<file path="config.mk">
export PLATFORM = sky130hd
export DESIGN_NAME = softmax_norm_top
export DESIGN_NICKNAME = d
export VERILOG_FILES = /design/src/logic/softmax_pkg.sv /design/src/logic/exp_step_lanes.sv /design/src/logic/reciprocal_divider.sv /design/src/logic/row_sum_accumulator.sv /design/src/logic/softmax_norm_top.sv /design/src/logic/sum_fifo.sv
export VERILOG_INCLUDE_DIRS = /design/src /design/src/logic
export SDC_FILE = /design/constraint.sdc
export NUM_CORES = 1
export LEC_CHECK = 0
export BUFFER_PORTS_ARGS = -buffer_cell sky130_fd_sc_hd__buf_2
export CORE_MARGIN = 5
export CORE_UTILIZATION = 25
export CTS_CLUSTER_DIAMETER = 200
export DETAILED_ROUTE_END_ITERATION = 8
export SYNTH_ARGS = -nofsm -noshare
export SYNTH_HDL_FRONTEND = slang
export SYNTH_SLANG_ARGS = --single-unit
</file>
<file path="constraint.sdc">
create_clock -name clk_i -period 7.79 [get_ports clk_i]
set_clock_uncertainty 0.1 [all_clocks]
set_input_delay 1.558 -clock clk_i [delete_from_list [all_inputs] [get_ports clk_i]]
set_output_delay 1.558 -clock clk_i [all_outputs]
set_load 0.02 [all_outputs]
</file>
<file path="src/logic/softmax_settings.svh">
/*
  Build-time sizes of the softmax row normalizer.
  Include wherever lane count, widths or divider constants are needed.
*/
`ifndef SOFTMAX_SETTINGS_SVH
`define SOFTMAX_SETTINGS_SVH

// Scores per input beat
`define SM_LANES 4
`define SM_SCORE_W 8

// A step of 8 still fits and 256 >> 8 leaves a contribution of 1
`define SM_STEP_W 4

// Holds rows of up to 255 beats at 1024 per beat
`define SM_ACC_W 20

`define SM_FIFO_DEPTH 4

// Divider computes 2**SM_RECIP_NUM_LOG2 / sum
`define SM_RECIP_NUM_LOG2 23
`define SM_RECIP_W 16
`define SM_DIV_CYCLES 24

`endif

</file>
<file path="src/logic/softmax_pkg.sv">
/*
  Types shared by the softmax row normalizer and its testbench,
  plus the rounded exponent step used by every shift in the datapath.
*/
`default_nettype none

`include "softmax_settings.svh"

package softmax_pkg;

  typedef logic signed [`SM_SCORE_W-1:0] score_t;

  // Elements keep their sign because score_t is a signed named type
  typedef score_t [`SM_LANES-1:0] score_vec_t;

  typedef struct packed {
    logic       last;
    score_vec_t scores;
  } row_beat_t;

  typedef struct packed {
    score_t                row_max;
    logic [`SM_ACC_W-1:0] exp_sum;
  } row_sum_t;

  typedef struct packed {
    row_sum_t                sum;
    logic [`SM_RECIP_W-1:0] recip;
  } norm_result_t;

  // Difference over 32, rounded up when bit 4 is set
  function automatic logic [`SM_STEP_W-1:0] exp_step(input logic [`SM_SCORE_W-1:0] diff);
    return diff[`SM_SCORE_W-1:5] + diff[4];
  endfunction

endpackage

`default_nettype wire

</file>
<file path="src/logic/exp_step_lanes.sv">
/*
  Combinational exponent approximation for one beat.
  Each lane adds 256 >> step, where the step comes from the distance to the row maximum.
*/
`timescale 1ns/1ps
`default_nettype none

`include "softmax_settings.svh"

module exp_step_lanes
  import softmax_pkg::*;
(
  input  logic signed [`SM_SCORE_W-1:0] max_i,
  input  score_vec_t                    scores_i,
  output logic [`SM_ACC_W-1:0]          contrib_o
);

  localparam logic [`SM_ACC_W-1:0] UNIT = 256;

  logic [`SM_LANES-1:0][`SM_SCORE_W-1:0] diff;
  logic [`SM_LANES-1:0][`SM_STEP_W-1:0]  step;

  always_comb begin
    contrib_o = '0;
    for (int l = 0; l < `SM_LANES; l++) begin
      // max_i is never below a lane, so the difference fits unsigned
      diff[l]   = max_i - scores_i[l];
      step[l]   = exp_step(diff[l]);
      contrib_o = contrib_o + (UNIT >> step[l]);
    end
  end

endmodule

`default_nettype wire

</file>
<file path="src/logic/reciprocal_divider.sv">
/*
  Serial restoring divider that turns a row sum into its reciprocal.
  One quotient bit per cycle; the result is held until the sink accepts it.
*/
`timescale 1ns/1ps
`default_nettype none

`include "softmax_settings.svh"

module reciprocal_divider
  import softmax_pkg::*;
(
  input  logic         clk_i,
  input  logic         rst_ni,
  input  logic         entry_valid_i,
  input  row_sum_t     entry_i,
  input  logic         result_ready_i,
  output logic         take_o,
  output norm_result_t result_o,
  output logic         result_valid_o
);

  localparam int ITER_W = $clog2(`SM_DIV_CYCLES);

  typedef enum logic [1:0] {
    IDLE,
    DIVIDE,
    HOLD
  } div_state_e;

  div_state_e              state_q;
  logic [ITER_W-1:0]       iter_q;
  row_sum_t                entry_q;
  logic [`SM_ACC_W-1:0]    rem_q;
  logic [`SM_ACC_W:0]      rem_shift;
  logic [`SM_ACC_W:0]      divisor;
  logic [`SM_RECIP_W-1:0]  quo_q;
  logic                    num_bit;
  logic                    rem_ge;

  assign take_o = (state_q == IDLE) && entry_valid_i;

  // The numerator is a single set bit, fed in on its own iteration
  assign num_bit   = iter_q == ITER_W'(`SM_DIV_CYCLES - 1 - `SM_RECIP_NUM_LOG2);
  assign rem_shift = {rem_q, num_bit};
  assign divisor   = {1'b0, entry_q.exp_sum};
  assign rem_ge    = rem_shift >= divisor;

  assign result_o.sum   = entry_q;
  assign result_o.recip = quo_q;
  assign result_valid_o = state_q == HOLD;

  always_ff @(posedge clk_i or negedge rst_ni) begin
    if (!rst_ni) begin
      state_q <= IDLE;
      iter_q  <= '0;
    end else begin
      case (state_q)
        IDLE: begin
          if (take_o) begin
            state_q <= DIVIDE;
            iter_q  <= '0;
          end
        end
        DIVIDE: begin
          iter_q <= iter_q + 1'b1;
          if (iter_q == ITER_W'(`SM_DIV_CYCLES - 1)) begin
            state_q <= HOLD;
          end
        end
        HOLD: begin
          if (result_ready_i) begin
            state_q <= IDLE;
          end
        end
        default: state_q <= IDLE;
      endcase
    end
  end

  // The remainder stays below the divisor, so it always fits SM_ACC_W bits
  always_ff @(posedge clk_i) begin
    if (take_o) begin
      entry_q <= entry_i;
      rem_q   <= '0;
      quo_q   <= '0;
    end else if (state_q == DIVIDE) begin
      rem_q <= rem_ge ? `SM_ACC_W'(rem_shift - divisor) : rem_shift[`SM_ACC_W-1:0];
      quo_q <= {quo_q[`SM_RECIP_W-2:0], rem_ge};
    end
  end

  // The accumulator always adds at least 256 for the lane at the maximum
  nonzero_divisor_a: assert property (
    @(posedge clk_i) disable iff (!rst_ni)
    take_o |-> entry_i.exp_sum != '0
  );

endmodule

`default_nettype wire

</file>
<file path="src/logic/row_sum_accumulator.sv">
/*
  Producer of row sums. Tracks the running maximum, rescales the partial sum when it grows
  and pushes {max, sum} to the FIFO three cycles after a row's last beat.
*/
`timescale 1ns/1ps
`default_nettype none

`include "softmax_settings.svh"

module row_sum_accumulator
  import softmax_pkg::*;
(
  input  logic      clk_i,
  input  logic      rst_ni,
  input  row_beat_t beat_i,
  input  logic      beat_valid_i,
  input  logic      credit_return_i,
  output logic      beat_ready_o,
  output logic      push_o,
  output row_sum_t  push_data_o
);

  localparam int CREDIT_W = $clog2(`SM_FIFO_DEPTH + 1);

  logic [CREDIT_W-1:0] credit_q;
  logic                beat_fire;
  logic                credit_spend;

  score_t beat_max;
  score_t new_max;
  score_t run_max_q;
  logic   row_open_q;

  logic       s1_valid_q;
  logic       s1_last_q;
  logic       s1_first_q;
  score_t     s1_max_q;
  score_t     s1_prev_max_q;
  score_vec_t s1_scores_q;

  logic [`SM_ACC_W-1:0]   contrib;
  logic [`SM_SCORE_W-1:0] rescale_diff;

  logic                  s2_valid_q;
  logic                  s2_last_q;
  logic                  s2_first_q;
  score_t                s2_max_q;
  logic [`SM_ACC_W-1:0]  s2_contrib_q;
  logic [`SM_STEP_W-1:0] s2_shift_q;

  logic [`SM_ACC_W-1:0] acc_q;
  logic [`SM_ACC_W-1:0] acc_next;

  assign beat_ready_o = credit_q != '0;
  assign beat_fire    = beat_valid_i && beat_ready_o;

  // A credit is reserved as the last beat enters, so its later push always finds room
  assign credit_spend = beat_fire && beat_i.last;

  // Stage 0
  always_comb begin
    beat_max = beat_i.scores[0];
    for (int l = 1; l < `SM_LANES; l++) begin
      if (beat_i.scores[l] > beat_max) begin
        beat_max = beat_i.scores[l];
      end
    end
    new_max = (row_open_q && (run_max_q > beat_max)) ? run_max_q : beat_max;
  end

  // Stage 1
  exp_step_lanes u_lanes (
    .max_i    (s1_max_q),
    .scores_i (s1_scores_q),
    .contrib_o(contrib)
  );

  assign rescale_diff = s1_max_q - s1_prev_max_q;

  // Stage 2 scales the old sum down by the growth of the maximum
  assign acc_next = s2_contrib_q + (s2_first_q ? '0 : (acc_q >> s2_shift_q));

  always_ff @(posedge clk_i or negedge rst_ni) begin
    if (!rst_ni) begin
      row_open_q <= 1'b0;
      s1_valid_q <= 1'b0;
      s2_valid_q <= 1'b0;
      push_o     <= 1'b0;
      credit_q   <= CREDIT_W'(`SM_FIFO_DEPTH);
    end else begin
      if (beat_fire) begin
        row_open_q <= !beat_i.last;
      end
      s1_valid_q <= beat_fire;
      s2_valid_q <= s1_valid_q;
      push_o     <= s2_valid_q && s2_last_q;
      credit_q   <= credit_q - CREDIT_W'(credit_spend) + CREDIT_W'(credit_return_i);
    end
  end

  always_ff @(posedge clk_i) begin
    if (beat_fire) begin
      run_max_q     <= new_max;
      s1_last_q     <= beat_i.last;
      s1_first_q    <= !row_open_q;
      s1_max_q      <= new_max;
      s1_prev_max_q <= run_max_q;
      s1_scores_q   <= beat_i.scores;
    end
    if (s1_valid_q) begin
      s2_last_q    <= s1_last_q;
      s2_first_q   <= s1_first_q;
      s2_max_q     <= s1_max_q;
      s2_contrib_q <= contrib;
      s2_shift_q   <= exp_step(rescale_diff);
    end
    if (s2_valid_q) begin
      acc_q               <= acc_next;
      push_data_o.row_max <= s2_max_q;
      push_data_o.exp_sum <= acc_next;
    end
  end

  // Returns from the FIFO must never outnumber the credits handed out
  credit_bound_a: assert property (
    @(posedge clk_i) disable iff (!rst_ni)
    credit_q <= CREDIT_W'(`SM_FIFO_DEPTH)
  );

endmodule

`default_nettype wire

</file>
<file path="src/logic/softmax_norm_top.sv">
/*
  Softmax row normalizer: row sum accumulator, credit-controlled sum FIFO
  and reciprocal divider. Feed score beats in, collect {max, sum, reciprocal} per row.
*/
`timescale 1ns/1ps
`default_nettype none

module softmax_norm_top
  import softmax_pkg::*;
(
  input  logic         clk_i,
  input  logic         rst_ni,
  input  row_beat_t    beat_i,
  input  logic         beat_valid_i,
  input  logic         result_ready_i,
  output logic         beat_ready_o,
  output norm_result_t result_o,
  output logic         result_valid_o
);

  logic     push;
  row_sum_t push_data;
  logic     credit_return;
  logic     entry_valid;
  row_sum_t entry;
  logic     take;

  row_sum_accumulator u_accumulator (
    .clk_i          (clk_i),
    .rst_ni         (rst_ni),
    .beat_i         (beat_i),
    .beat_valid_i   (beat_valid_i),
    .credit_return_i(credit_return),
    .beat_ready_o   (beat_ready_o),
    .push_o         (push),
    .push_data_o    (push_data)
  );

  sum_fifo u_fifo (
    .clk_i          (clk_i),
    .rst_ni         (rst_ni),
    .push_i         (push),
    .push_data_i    (push_data),
    .take_i         (take),
    .entry_valid_o  (entry_valid),
    .entry_o        (entry),
    .credit_return_o(credit_return)
  );

  reciprocal_divider u_divider (
    .clk_i         (clk_i),
    .rst_ni        (rst_ni),
    .entry_valid_i (entry_valid),
    .entry_i       (entry),
    .result_ready_i(result_ready_i),
    .take_o        (take),
    .result_o      (result_o),
    .result_valid_o(result_valid_o)
  );

endmodule

`default_nettype wire

</file>
<file path="src/logic/sum_fifo.sv">
/*
  Small FIFO of finished row sums between the accumulator and the divider.
  Every pop sends one credit back to the producer on the following cycle.
*/
`timescale 1ns/1ps
`default_nettype none

`include "softmax_settings.svh"

module sum_fifo
  import softmax_pkg::*;
(
  input  logic     clk_i,
  input  logic     rst_ni,
  input  logic     push_i,
  input  row_sum_t push_data_i,
  input  logic     take_i,
  output logic     entry_valid_o,
  output row_sum_t entry_o,
  output logic     credit_return_o
);

  localparam int PTR_W = $clog2(`SM_FIFO_DEPTH);
  localparam int CNT_W = $clog2(`SM_FIFO_DEPTH + 1);

  row_sum_t         mem_q [`SM_FIFO_DEPTH];
  logic [PTR_W-1:0] wr_ptr_q;
  logic [PTR_W-1:0] rd_ptr_q;
  logic [CNT_W-1:0] count_q;

  function automatic logic [PTR_W-1:0] next_ptr(input logic [PTR_W-1:0] ptr);
    return (ptr == PTR_W'(`SM_FIFO_DEPTH - 1)) ? '0 : ptr + 1'b1;
  endfunction

  assign entry_valid_o = count_q != '0;
  assign entry_o       = mem_q[rd_ptr_q];

  always_ff @(posedge clk_i) begin
    if (push_i) begin
      mem_q[wr_ptr_q] <= push_data_i;
    end
  end

  always_ff @(posedge clk_i or negedge rst_ni) begin
    if (!rst_ni) begin
      wr_ptr_q        <= '0;
      rd_ptr_q        <= '0;
      count_q         <= '0;
      credit_return_o <= 1'b0;
    end else begin
      if (push_i) begin
        wr_ptr_q <= next_ptr(wr_ptr_q);
      end
      if (take_i) begin
        rd_ptr_q <= next_ptr(rd_ptr_q);
      end
      count_q         <= count_q + CNT_W'(push_i) - CNT_W'(take_i);
      credit_return_o <= take_i;
    end
  end

  no_overflow_a: assert property (
    @(posedge clk_i) disable iff (!rst_ni)
    push_i |-> (count_q < CNT_W'(`SM_FIFO_DEPTH)) || take_i
  );

  no_underflow_a: assert property (
    @(posedge clk_i) disable iff (!rst_ni)
    take_i |-> count_q != '0
  );

endmodule

`default_nettype wire

</file>
==> results.md, run 1 <==
* Wl on met1 at 15,800 um
* Vias in the first global route at 11,200
* Hold_buf cts at 0
* Hold path start: u_accumulator.s2_max_q[7]
* Nets at 1,682
* Root Buffer: clkbuf_16
* RSZ-0062 raised after global routing: yes
* Yosys reg bits at 301
* WP data required at 7.91 ns
* Min-Delay Path Depth at 0
* Slew @ Worst Pin at 1.19 ns
* IO Port Bufs at 82
* CTS tree: built
* Worst flop-to-flop path startpoint: u_accumulator.run_max_q[1]
* Library cells used by synthesis at 74
* Die Height at roughly 270 um
* Post-layout min period at ~7.7 ns
* Max-Cap Viols at 0
* GR Overflow Total at 0
* Via density at 4.50
* Overall Global Routing Usage at 9.74%
* PwrDens at 488 nW/um2
* CP Launch Type: input port
* Starting Density at 25.3%
* Initial antenna violation count at 2
* Critical path class: in -> reg
* Max incr delay on CP at 0.37 ns
* Final period util at 98.3%
* Clk buf depth at 3
* Drt first-iter violations at 564
* Hold Path End: u_accumulator.push_data_o[27]
* Inserted Clock Buffers at 35
* Global-route wire length before repair at 57,600 um
* Max Slew Vio Count at 0
* Pleak at 0.00780 uW
* Worst setup margin at ~0.14 ns
* Hold WS at 0.304 ns
* Worst Path Buf+Inv at 5
* Top Ports at 83
* GP Congestion at 0.862
* Worst path arrival time at 7.78 ns
* Crit path depth at 39
* Core area at 64,700 um2
* Drt wl/cell at 14.8 um
* Slowest library cell on the worst path: or3b_4
* Syn Inst Count at around 1,400
* DP HPWL at 25,200 um
* Final ANT Viol Nets at 0
* Reg-to-reg critical path endpoint: u_accumulator.s2_contrib_q[10]
* Top Metal Used: met5
* Drt total wl at 35,200 um
* Share of the yosys chip area belonging to registers at 52.3%
* Setup TNS at 0 ns
* Area Overhead vs Synth at 19.6%
* Power Total at 9560 uW
* Largest net degree at the start of global routing at 56
* Vias at 10,700
* Clock sink count at 301
* Row cnt at 93
* Worst Hold Class: reg -> reg
* Die Footprint at a little over 70,000 um2
* Post-Synthesis Net Count at 1,546
* Clock Pin Slew Worst Setup and Hold Paths at about 0.060 ns
* Primary FF master, synth: edfxtp_1
* # DRC at 0
* DR WL met3 at 1470 um
* Kind of cell adding the most delay to the critical path: compound AO/OA/AOI/OAI gates
* ANT cells at 0
* 1st-pass router iterations at 4
* DP Worst Slack at -0.388 ns
* Reg2reg setup slack at around 1.6 ns
* R2R depth at 24
* H-tree Lvls at 2
* Syn avg cell area at 12.0 um2
* FFs w/ async S/R, synth at 7.31%
* FMAX at 0.131 GHz
* Hold Violations, Final at 0
* Share of cells above drive strength 1 at 19.7%
* Final instance area at 19,600 um2
* Metal2 WL at 17,400 um
* Yosys Warn Count at 0
* Outcome: complete, no violations
* Chip width at 266 um
* Slew margin rel. at 20.4%
* Max IR drop VDD at approximately 0.00037 V
* # setup viols final at 0
* Post-synthesis instance area at roughly 16,000 um2
* Area of placed instances at 18,100 um2
* Clk_lat worst skew at 0.52 ns
* Post-synth EDFFs at roughly 240
* CP Max Fanout at 5
* Worst Setup End Kind: register
-- layout make-up --
cell class                      instances  area (um2)
Inverter                              146         563
Clock buffer                           45         933
Clock inverter                         18         236
Timing Repair Buffer                  136         866
Tap cell                              855        1070
Fill cell                            6615       45100
Multi-Input combinational cell        883        7340
Sequential cell                       301        8570
-- registers in the layout, indices dropped and copies added (netlist names), 8 cells and up --
| signal | count |
|---|---|
| u_accumulator.s1_prev_max_q | 8 |
| u_divider.result_o | 28 |
| u_accumulator.run_max_q | 8 |
| u_fifo.mem_q | 112 |
| u_divider.quo_q | 16 |
| u_accumulator.s2_contrib_q | 11 |
| u_divider.rem_q | 20 |
| u_accumulator.s1_scores_q | 32 |
| u_accumulator.s2_max_q | 8 |
| u_accumulator.push_data_o | 28 |
-- through the flow --
step / util [%] / cells
after floorplan: - / 1367
after global placement: 28.0 / 2311
after detailed placement: 28.0 / 2311
after CTS: 29.8 / 2374
after global routing: 30.3 / 2384
final: 30.3 / 2384
-- where the power goes --
| group | internal, uW | switching [uW] |
|---|---|---|
| Combinational | 2180 | 2750 |
| Sequential | 2490 | 464 |
| Clock | 1020 | 650 |
-- logic make-up (layout without fill, tap and decap cells) --
kind of cell,count (synthesis),in the layout,share of synthesized area (%)
buf+inv,183,345,4.24
mux,83,83,8.01
fa+ha+maj,142,142,11.9
compound gates,249,249,9.89
simple gates,348,348,10.4
xor+xnor,61,61,3.26
flops,301,301,52.3
-- Yosys cell counts, types with 3 or more instances --
library cell | count | share of area [%]
fa_1 | 22 | 2.7
or4b_2 | 3 | 0.18
mux2i_1 | 35 | 2.1
nor3_1 | 23 | 0.70
a21oi_1 | 59 | 1.8
dfxtp_1 | 36 | 4.4
a22o_1 | 4 | 0.21
nand3_1 | 30 | 0.92
xnor2_1 | 43 | 2.3
nand4_1 | 9 | 0.34
mux2_2 | 8 | 0.55
nor2_1 | 89 | 2.0
mux2_4 | 4 | 0.37
a211oi_1 | 26 | 1.2
edfxtp_1 | 243 | 45
o21a_1 | 9 | 0.41
nand2_1 | 95 | 2.2
or2_2 | 4 | 0.15
buf_1 | 7 | 0.16
and2_1 | 9 | 0.34
inv_1 | 145 | 3.3
a21o_1 | 16 | 0.73
a21boi_0 | 9 | 0.41
o21ai_0 | 68 | 2.1
nand2b_1 | 15 | 0.57
clkbuf_1 | 29 | 0.66
mux4_2 | 36 | 5.0
a31oi_1 | 8 | 0.31
o21bai_1 | 11 | 0.50
dfrtp_1 | 21 | 3.2
a311oi_1 | 5 | 0.27
o31a_1 | 3 | 0.16
nor2b_1 | 27 | 1.0
a211o_1 | 4 | 0.21
nand3b_1 | 3 | 0.14
and3_1 | 12 | 0.46
nor4_1 | 7 | 0.27
o31ai_1 | 4 | 0.18
xor2_1 | 18 | 0.96
or3_1 | 6 | 0.23
ha_1 | 120 | 9.2
-- layout by cell type, fill, tap and decap left out, drive strengths merged, types with 5 or more instances in the layout --
master  count
a211oi     27
a21boi      9
a21o       16
a21oi      60
a311oi      5
a31oi       8
and2        9
and3       12
buf       136
bufinv      5
clkbuf     45
clkinv     10
dfrtp      21
dfxtp      36
edfxtp    243
fa         22
ha        120
inv       148
mux2       12
mux2i      35
mux4       36
nand2      96
nand2b     15
nand3      30
nand4      10
nor2       91
nor2b      28
nor3       23
nor4        7
o21a        9
o21ai      71
o21bai     11
or3         6
xnor2      43
xor2       18
-- routing by layer --
layer,GRT usage [%],vias up
met5,0,-
met4,2.31,4
met3,1.86,39
met2,17.3,186
met1,12.3,5246
li1,-,5252
-- how the worst max path moves through the flow --
stage	slack, ns	start	to
3_3_place_gp	-0.15	beat_i[6]	u_accumulator.run_max_q[0]
3_5_place_dp	-0.39	beat_i[1]	u_accumulator.run_max_q[1]
2_1_floorplan	-0.38	beat_i[1]	u_accumulator.run_max_q[0]
5_1_grt	-0.14	beat_i[3]	u_accumulator.run_max_q[1]
6_report	0.14	beat_i[1]	u_accumulator.run_max_q[4]
4_1_cts	0.13	beat_i[1]	u_accumulator.run_max_q[1]
-- timing repair --
| item | in CTS | in global routing |
|---|---|---|
| endpoints found under the setup margin | 0 | 8 |
| resized for setup | 0 | 46 |
| setup buffers | 0 | 10 |
Power figures use the tool's default switching activity.
==> inputs of run 2 (changes only) <==
CELL_PAD_IN_SITES_DETAIL_PLACEMENT = 0   (was unset)
CELL_PAD_IN_SITES_GLOBAL_PLACEMENT = 1   (was unset)
PLACE_DENSITY_LB_ADDON = 0.1   (was unset)
==> results.md, run 2 (same netlist as run 1, synthesis figures left out) <==
* ANT cells at 0 (unchanged)
* Clock network power share at 18.3% (+0.8 points)
* Row cnt at 93 (unchanged)
* Max incr delay on CP at 0.37 ns (about the same)
* Clk buf depth at 3 (unchanged)
* Global-route wire length before repair at 63,500 um (+10%)
* Largest net degree at the start of global routing at 56 (unchanged)
* Hold_buf cts at 0 (unchanged)
* Drt total wl at 39,700 um (+13%)
* Critical path class: in -> reg
* Sequential share of power at 30.3% (-0.6 points)
* Max-Cap Viols at 0 (unchanged)
* Core area at 64,700 um2 (unchanged)
* Inserted Clock Buffers at 40 (+14%)
* 1st-pass router iterations at 4 (unchanged)
* PwrDens at 490 nW/um2 (+0.41%)
* Largest register FFs at 112 (unchanged)
* Power Total at 9730 uW (+1.8%)
* Worst Setup End Kind: register
* Clock Pin Slew Worst Setup and Hold Paths at 0.05 ns (about the same)
* Die Footprint at 70,700 um2 (unchanged)
* Area of placed instances at 18,300 um2 (+0.74%)
* GP Congestion at 0.777 (-9.8%)
* CTS tree: built
* Drt first-iter violations at 425 (-25%)
* WP data required at 7.96 ns (+0.05 ns)
* Starting Density at 25.3% (unchanged)
* H-tree Lvls at 2 (unchanged)
* Final instance area at 19,800 um2 (+1.4%)
* Most frequent cells in the layout: edfxtp_1 (243), inv_1 (136), ha_1 (111), nand2_1 (95), nor2_1 (86)
* Filler cells at 6,717 (+1.5%)
* # setup viols final at 0 (unchanged)
* Outcome: complete, no violations
* Area Overhead vs Synth at 21.2%
* Root Buffer: clkbuf_16
* Biggest register: u_fifo.mem_q
* # DRC at 0 (unchanged)
* Slowest library cell on the worst path: or3b_4
* Slew margin rel. at 29.4% (+9.0 points)
* Combinational share of power at 51.4% (-0.2 points)
* Overall Global Routing Usage at 11.2% (+1.4 points)
* IO Port Bufs at 82 (unchanged)
* Slew @ Worst Pin at 1.06 ns (-0.134 ns)
* Initial antenna violation count at 0 (-2)
* FMAX at 0.134 GHz (+2.7%)
* Clk_lat worst skew at 0.56 ns (+0.04 ns)
* Switching part of the total at 41.1% (+0.72 points)
* Vias in the first global route at 11,400 (+1.5%)
* CP Launch Type: input port
* Worst path arrival time at 7.63 ns (-0.15 ns)
* Vias at 10,600 (-1.5%)
* Registers with the most flip-flops: u_fifo.mem_q (112), u_accumulator.s1_scores_q (32)
* Hold Violations, Final at 0 (unchanged)
* P_sw at 4000 uW (+3.6%)
* Chip width at 266 um (unchanged)
* GR Overflow Total at 0 (unchanged)
* Setup TNS at 0 ns (unchanged)
* Via density at 4.39 (-2.5%)
* Most common cell after layout, fill and taps aside: edfxtp_1
* DP HPWL at 28,300 um (+12%)
* Clock sink count at 301 (unchanged)
* CP Max Fanout at 8 (+3)
* Share of cells above drive strength 1 at 21.0% (+1.3 points)
* Post-layout min period at 7.46 ns (-0.199 ns)
* Max IR drop VDD at 0.000179 V (-51%)
* Nets at 1,702 (+1.2%)
* Die Height at 266 um (unchanged)
* RSZ-0062 raised after global routing: yes
* Top Ports at 83 (unchanged)
* Pleak at 0.00792 uW (+1.6%)
* Final period util at 95.7% (-2.6 points)
* Drt wl/cell at 16.5 um (+12%)
* Worst Hold Class: reg -> reg
* Max Slew Vio Count at 0 (unchanged)
* Internal at 5730 uW (+0.54%)
* Final ANT Viol Nets at 0 (unchanged)
## run 2: changes by cell type in the layout (fill, tap and decap cells not counted), sizes merged
cell      delta
buf         +15
bufinv       -3
clkbuf       +5
clkinv       +4
clkinvlp     +4
## run 2: path summary, 6_finish.rpt
kind,startpoint,end,slack (ns),depth (start not counted)
worst max-delay path,beat_i[1],u_accumulator.run_max_q[2],0.33,39
min in group asynchronous,rst_ni,u_fifo.credit_return_o,0.92,1
worst min register to register,u_accumulator.s2_max_q[5],u_accumulator.push_data_o[25],0.32,0
worst min-delay path,u_accumulator.s2_max_q[5],u_accumulator.push_data_o[25],0.32,0
worst max register to register,u_accumulator.run_max_q[1],u_accumulator.s2_contrib_q[10],1.48,24
max in group asynchronous,rst_ni,u_fifo.rd_ptr_q[1],6.23,1
## run 2: area by class of cell
| class | instances | area, um2 | area share [%] |
|---|---|---|---|
| Clock buffer | 50 | 1070 | 5.38 |
| Clock inverter | 23 | 209 | 1.05 |
| Inverter | 146 | 561 | 2.82 |
| Multi-Input combinational cell | 883 | 7380 | 37.2 |
| Sequential cell | 301 | 8570 | 43.2 |
| Tap cell | 855 | 1070 | 5.39 |
| Timing Repair Buffer | 151 | 988 | 4.98 |
## run 2: per-layer routing
layer / routed length (um) / global-route usage [%]
met1: 17900 / 14.3
met2: 19600 / 19.5
met3: 1410 / 2.26
met4: 771 / 2.87
met5: 0 / 0
## run 2: power by group through the flow
stage	registers (uW)	logic [uW]	clock network [uW]
finish	2950	5000	1780
global route	3030	5790	1930
CTS	2970	5090	1870
detailed placement	3000	5040	0
global placement	2990	5040	0
floorplan	2860	3820	0
## run 2: metrics by stage
stage               setup slack (ns)  util [%]  std cells  hold WS (ns)
global route                  -0.107      30.7       2409         0.329
detailed placement            -0.449      28.2       2328         0.306
finish                         0.335      30.7       2409         0.318
CTS                            0.152      30.2       2401         0.322
global placement              -0.298      28.2       2328         0.303
floorplan                     -0.380         -       1367         0.300
## run 2: critical path: cells and delay by family
| kind | cells | cell delay, ns |
|---|---|---|
| adders and majority gates | 4 | 1.09 |
| and+or+nand+nor | 14 | 1.87 |
| AOI/OAI and AO/OA | 13 | 1.99 |
| muxes | 3 | 0.69 |
| buffers and inverters | 5 | 0.44 |
## run 2: timing repair
item,4_1_cts,5_1_grt
resized for setup,0,49
endpoints found under the setup margin,0,8
buffers inserted,0,9
==> inputs of run 3 (changes only) <==
PLACE_DENSITY = 0.47   (was unset)
PLACE_DENSITY_LB_ADDON = unset   (was 0.1)
==> results.md, run 3 (same netlist as run 1, synthesis figures left out) <==
* Initial antenna violation count at 0 (unchanged)
* Largest net degree at the start of global routing at 56 (unchanged)
* Max IR drop VDD at 0.000163 V (-9.3%)
* Root Buffer: clkbuf_16
* CP Max Fanout at 5 (-3)
* Pleak at 0.00797 uW (+0.58%)
* GR Overflow Total at 0 (unchanged)
* H-tree Lvls at 2 (unchanged)
* Share of cells above drive strength 1 at 21.1% (+0.11 points)
* Core area at 64,700 um2 (unchanged)
* Max-Cap Viols at 0 (unchanged)
* IO Port Bufs at 82 (unchanged)
* GP Congestion at 0.786 (+1.1%)
* Row cnt at 93 (unchanged)
* Clk buf depth at 3 (unchanged)
* Final period util at 98.1% (+2.4 points)
* Most common cell after layout, fill and taps aside: edfxtp_1
* Vias at 10,500 (-0.46%)
* Die Height at 266 um (unchanged)
* Drt wl/cell at 15.7 um (-4.9%)
* # setup viols final at 0 (unchanged)
* Registers with the most flip-flops: u_fifo.mem_q (112), u_accumulator.s1_scores_q (32)
* FMAX at 0.131 GHz (-2.4%)
* Inserted Clock Buffers at 39 (-2.5%)
* Area of placed instances at 18,300 um2 (unchanged)
* Slew margin rel. at 31.2% (+1.8 points)
* Largest register FFs at 112 (unchanged)
* Slowest library cell on the worst path: or3b_4
* Area Overhead vs Synth at 21.4%
* PwrDens at 490 nW/um2 (about the same)
* # DRC at 0 (unchanged)
* Worst path arrival time at 7.80 ns (+0.17 ns)
* CTS tree: built
* Worst Hold Class: reg -> reg
* Most frequent cells in the layout: edfxtp_1 (243), inv_1 (136), ha_1 (111), nand2_1 (95), nor2_1 (86)
* Clk_lat worst skew at 0.55 ns (about the same)
* ANT cells at 0 (unchanged)
* Metal2 WL at 18,500 um (-5.8%)
* Critical path class: in -> reg
* Filler cells at 6,598 (-1.8%)
* Vias in the first global route at 11,000 (-3.0%)
* Post-layout min period at 7.64 ns (+0.184 ns)
* Via density at 4.37 (-0.34%)
* DP Worst Slack at -0.427 ns (+0.0219 ns)
* DR WL met3 at 1350 um (-3.8%)
* Hold Violations, Final at 0 (unchanged)
* Biggest register: u_fifo.mem_q
* Chip width at 266 um (unchanged)
* Starting Density at 25.3% (unchanged)
* Hold_buf cts at 0 (unchanged)
* Drt first-iter violations at 409 (-3.8%)
* Clock Pin Slew Worst Setup and Hold Paths at 0.06 ns (about the same)
* Clock sink count at 301 (unchanged)
* Overall Global Routing Usage at 10.6% (-0.55 points)
* WP data required at 7.95 ns (about the same)
* 1st-pass router iterations at 4 (unchanged)
* Top Metal Used: met4
* Kind of cell adding the most delay to the critical path: compound AO/OA/AOI/OAI gates
* CP Launch Type: input port
* Drt total wl at 37,700 um (-5.0%)
* Nets at 1,700 (-0.12%)
* Wl on met1 at 17,100 um (-4.7%)
* Final core utilization at 30.7% (+0.044 points)
* Worst Setup End Kind: register
* Outcome: complete, no violations
* Worst setup margin at 0.150 ns (-0.184 ns)
* Final instance area at 19,900 um2 (+0.15%)
* Max incr delay on CP at 0.38 ns (about the same)
* Slew @ Worst Pin at 1.03 ns (-0.0277 ns)
* Final ANT Viol Nets at 0 (unchanged)
* DP HPWL at 26,800 um (-5.2%)
* Max Slew Vio Count at 0 (unchanged)
* RSZ-0062 raised after global routing: yes
* Worst Path Buf+Inv at 5 (unchanged)
* Global-route wire length before repair at 61,100 um (-3.8%)
* Die Footprint at 70,700 um2 (unchanged)
* Top Ports at 83 (unchanged)
[run 3: cell type report]
type                            count  area [um2]  share of cell area [%]
Sequential cell                   301        8570                    43.1
Multi-Input combinational cell    883        7340                    36.9
Tap cell                          855        1070                    5.38
Clock inverter                     26         275                    1.38
Timing Repair Buffer              150         997                    5.02
Clock buffer                       45        1060                    5.34
Inverter                          146         561                    2.82
[run 3: timing repair]
action,CTS,global route
setup buffers,0,8
gates resized for setup,0,47
endpoints found under the setup margin,0,8
[run 3: layer usage]
| metal | GRT usage, % | vias to the layer above |
|---|---|---|
| met5 | 0 | - |
| met4 | 2.99 | 0 |
| met3 | 2.11 | 52 |
| met2 | 18.5 | 131 |
| met1 | 13.6 | 5060 |
| li1 | - | 5276 |
[run 3: where the power goes]
group	switching (uW)	internal, uW	total (uW)
Sequential	441	2500	2940
Clock	708	1150	1850
Combinational	2780	2170	4950
Total	3930	5810	9740
[run 3: worst paths after layout]
path                            slack (ns)  depth (start not counted)                              to                       start
min in group asynchronous             0.93                          1            u_divider.state_q[0]                      rst_ni
worst max-delay path                  0.15                         39      u_accumulator.run_max_q[6]                   beat_i[1]
worst min register to register        0.32                          0   u_accumulator.push_data_o[25]   u_accumulator.s2_max_q[5]
worst max register to register        1.60                         24  u_accumulator.s2_contrib_q[10]  u_accumulator.run_max_q[1]
max in group asynchronous             6.20                          1              u_fifo.rd_ptr_q[1]                      rst_ni
worst min-delay path                  0.32                          0   u_accumulator.push_data_o[25]   u_accumulator.s2_max_q[5]
[run 3: stage by stage]
stage	cells	total power (uW)	setup TNS [ns]	hold slack, ns
finish	2406	9740	0	0.317
global route	2406	10800	-1.63	0.328
CTS	2399	9940	0	0.318
detailed placement	2328	7990	-3.41	0.305
global placement	2328	7990	-2.28	0.301
floorplan	1367	6690	-3.04	0.300
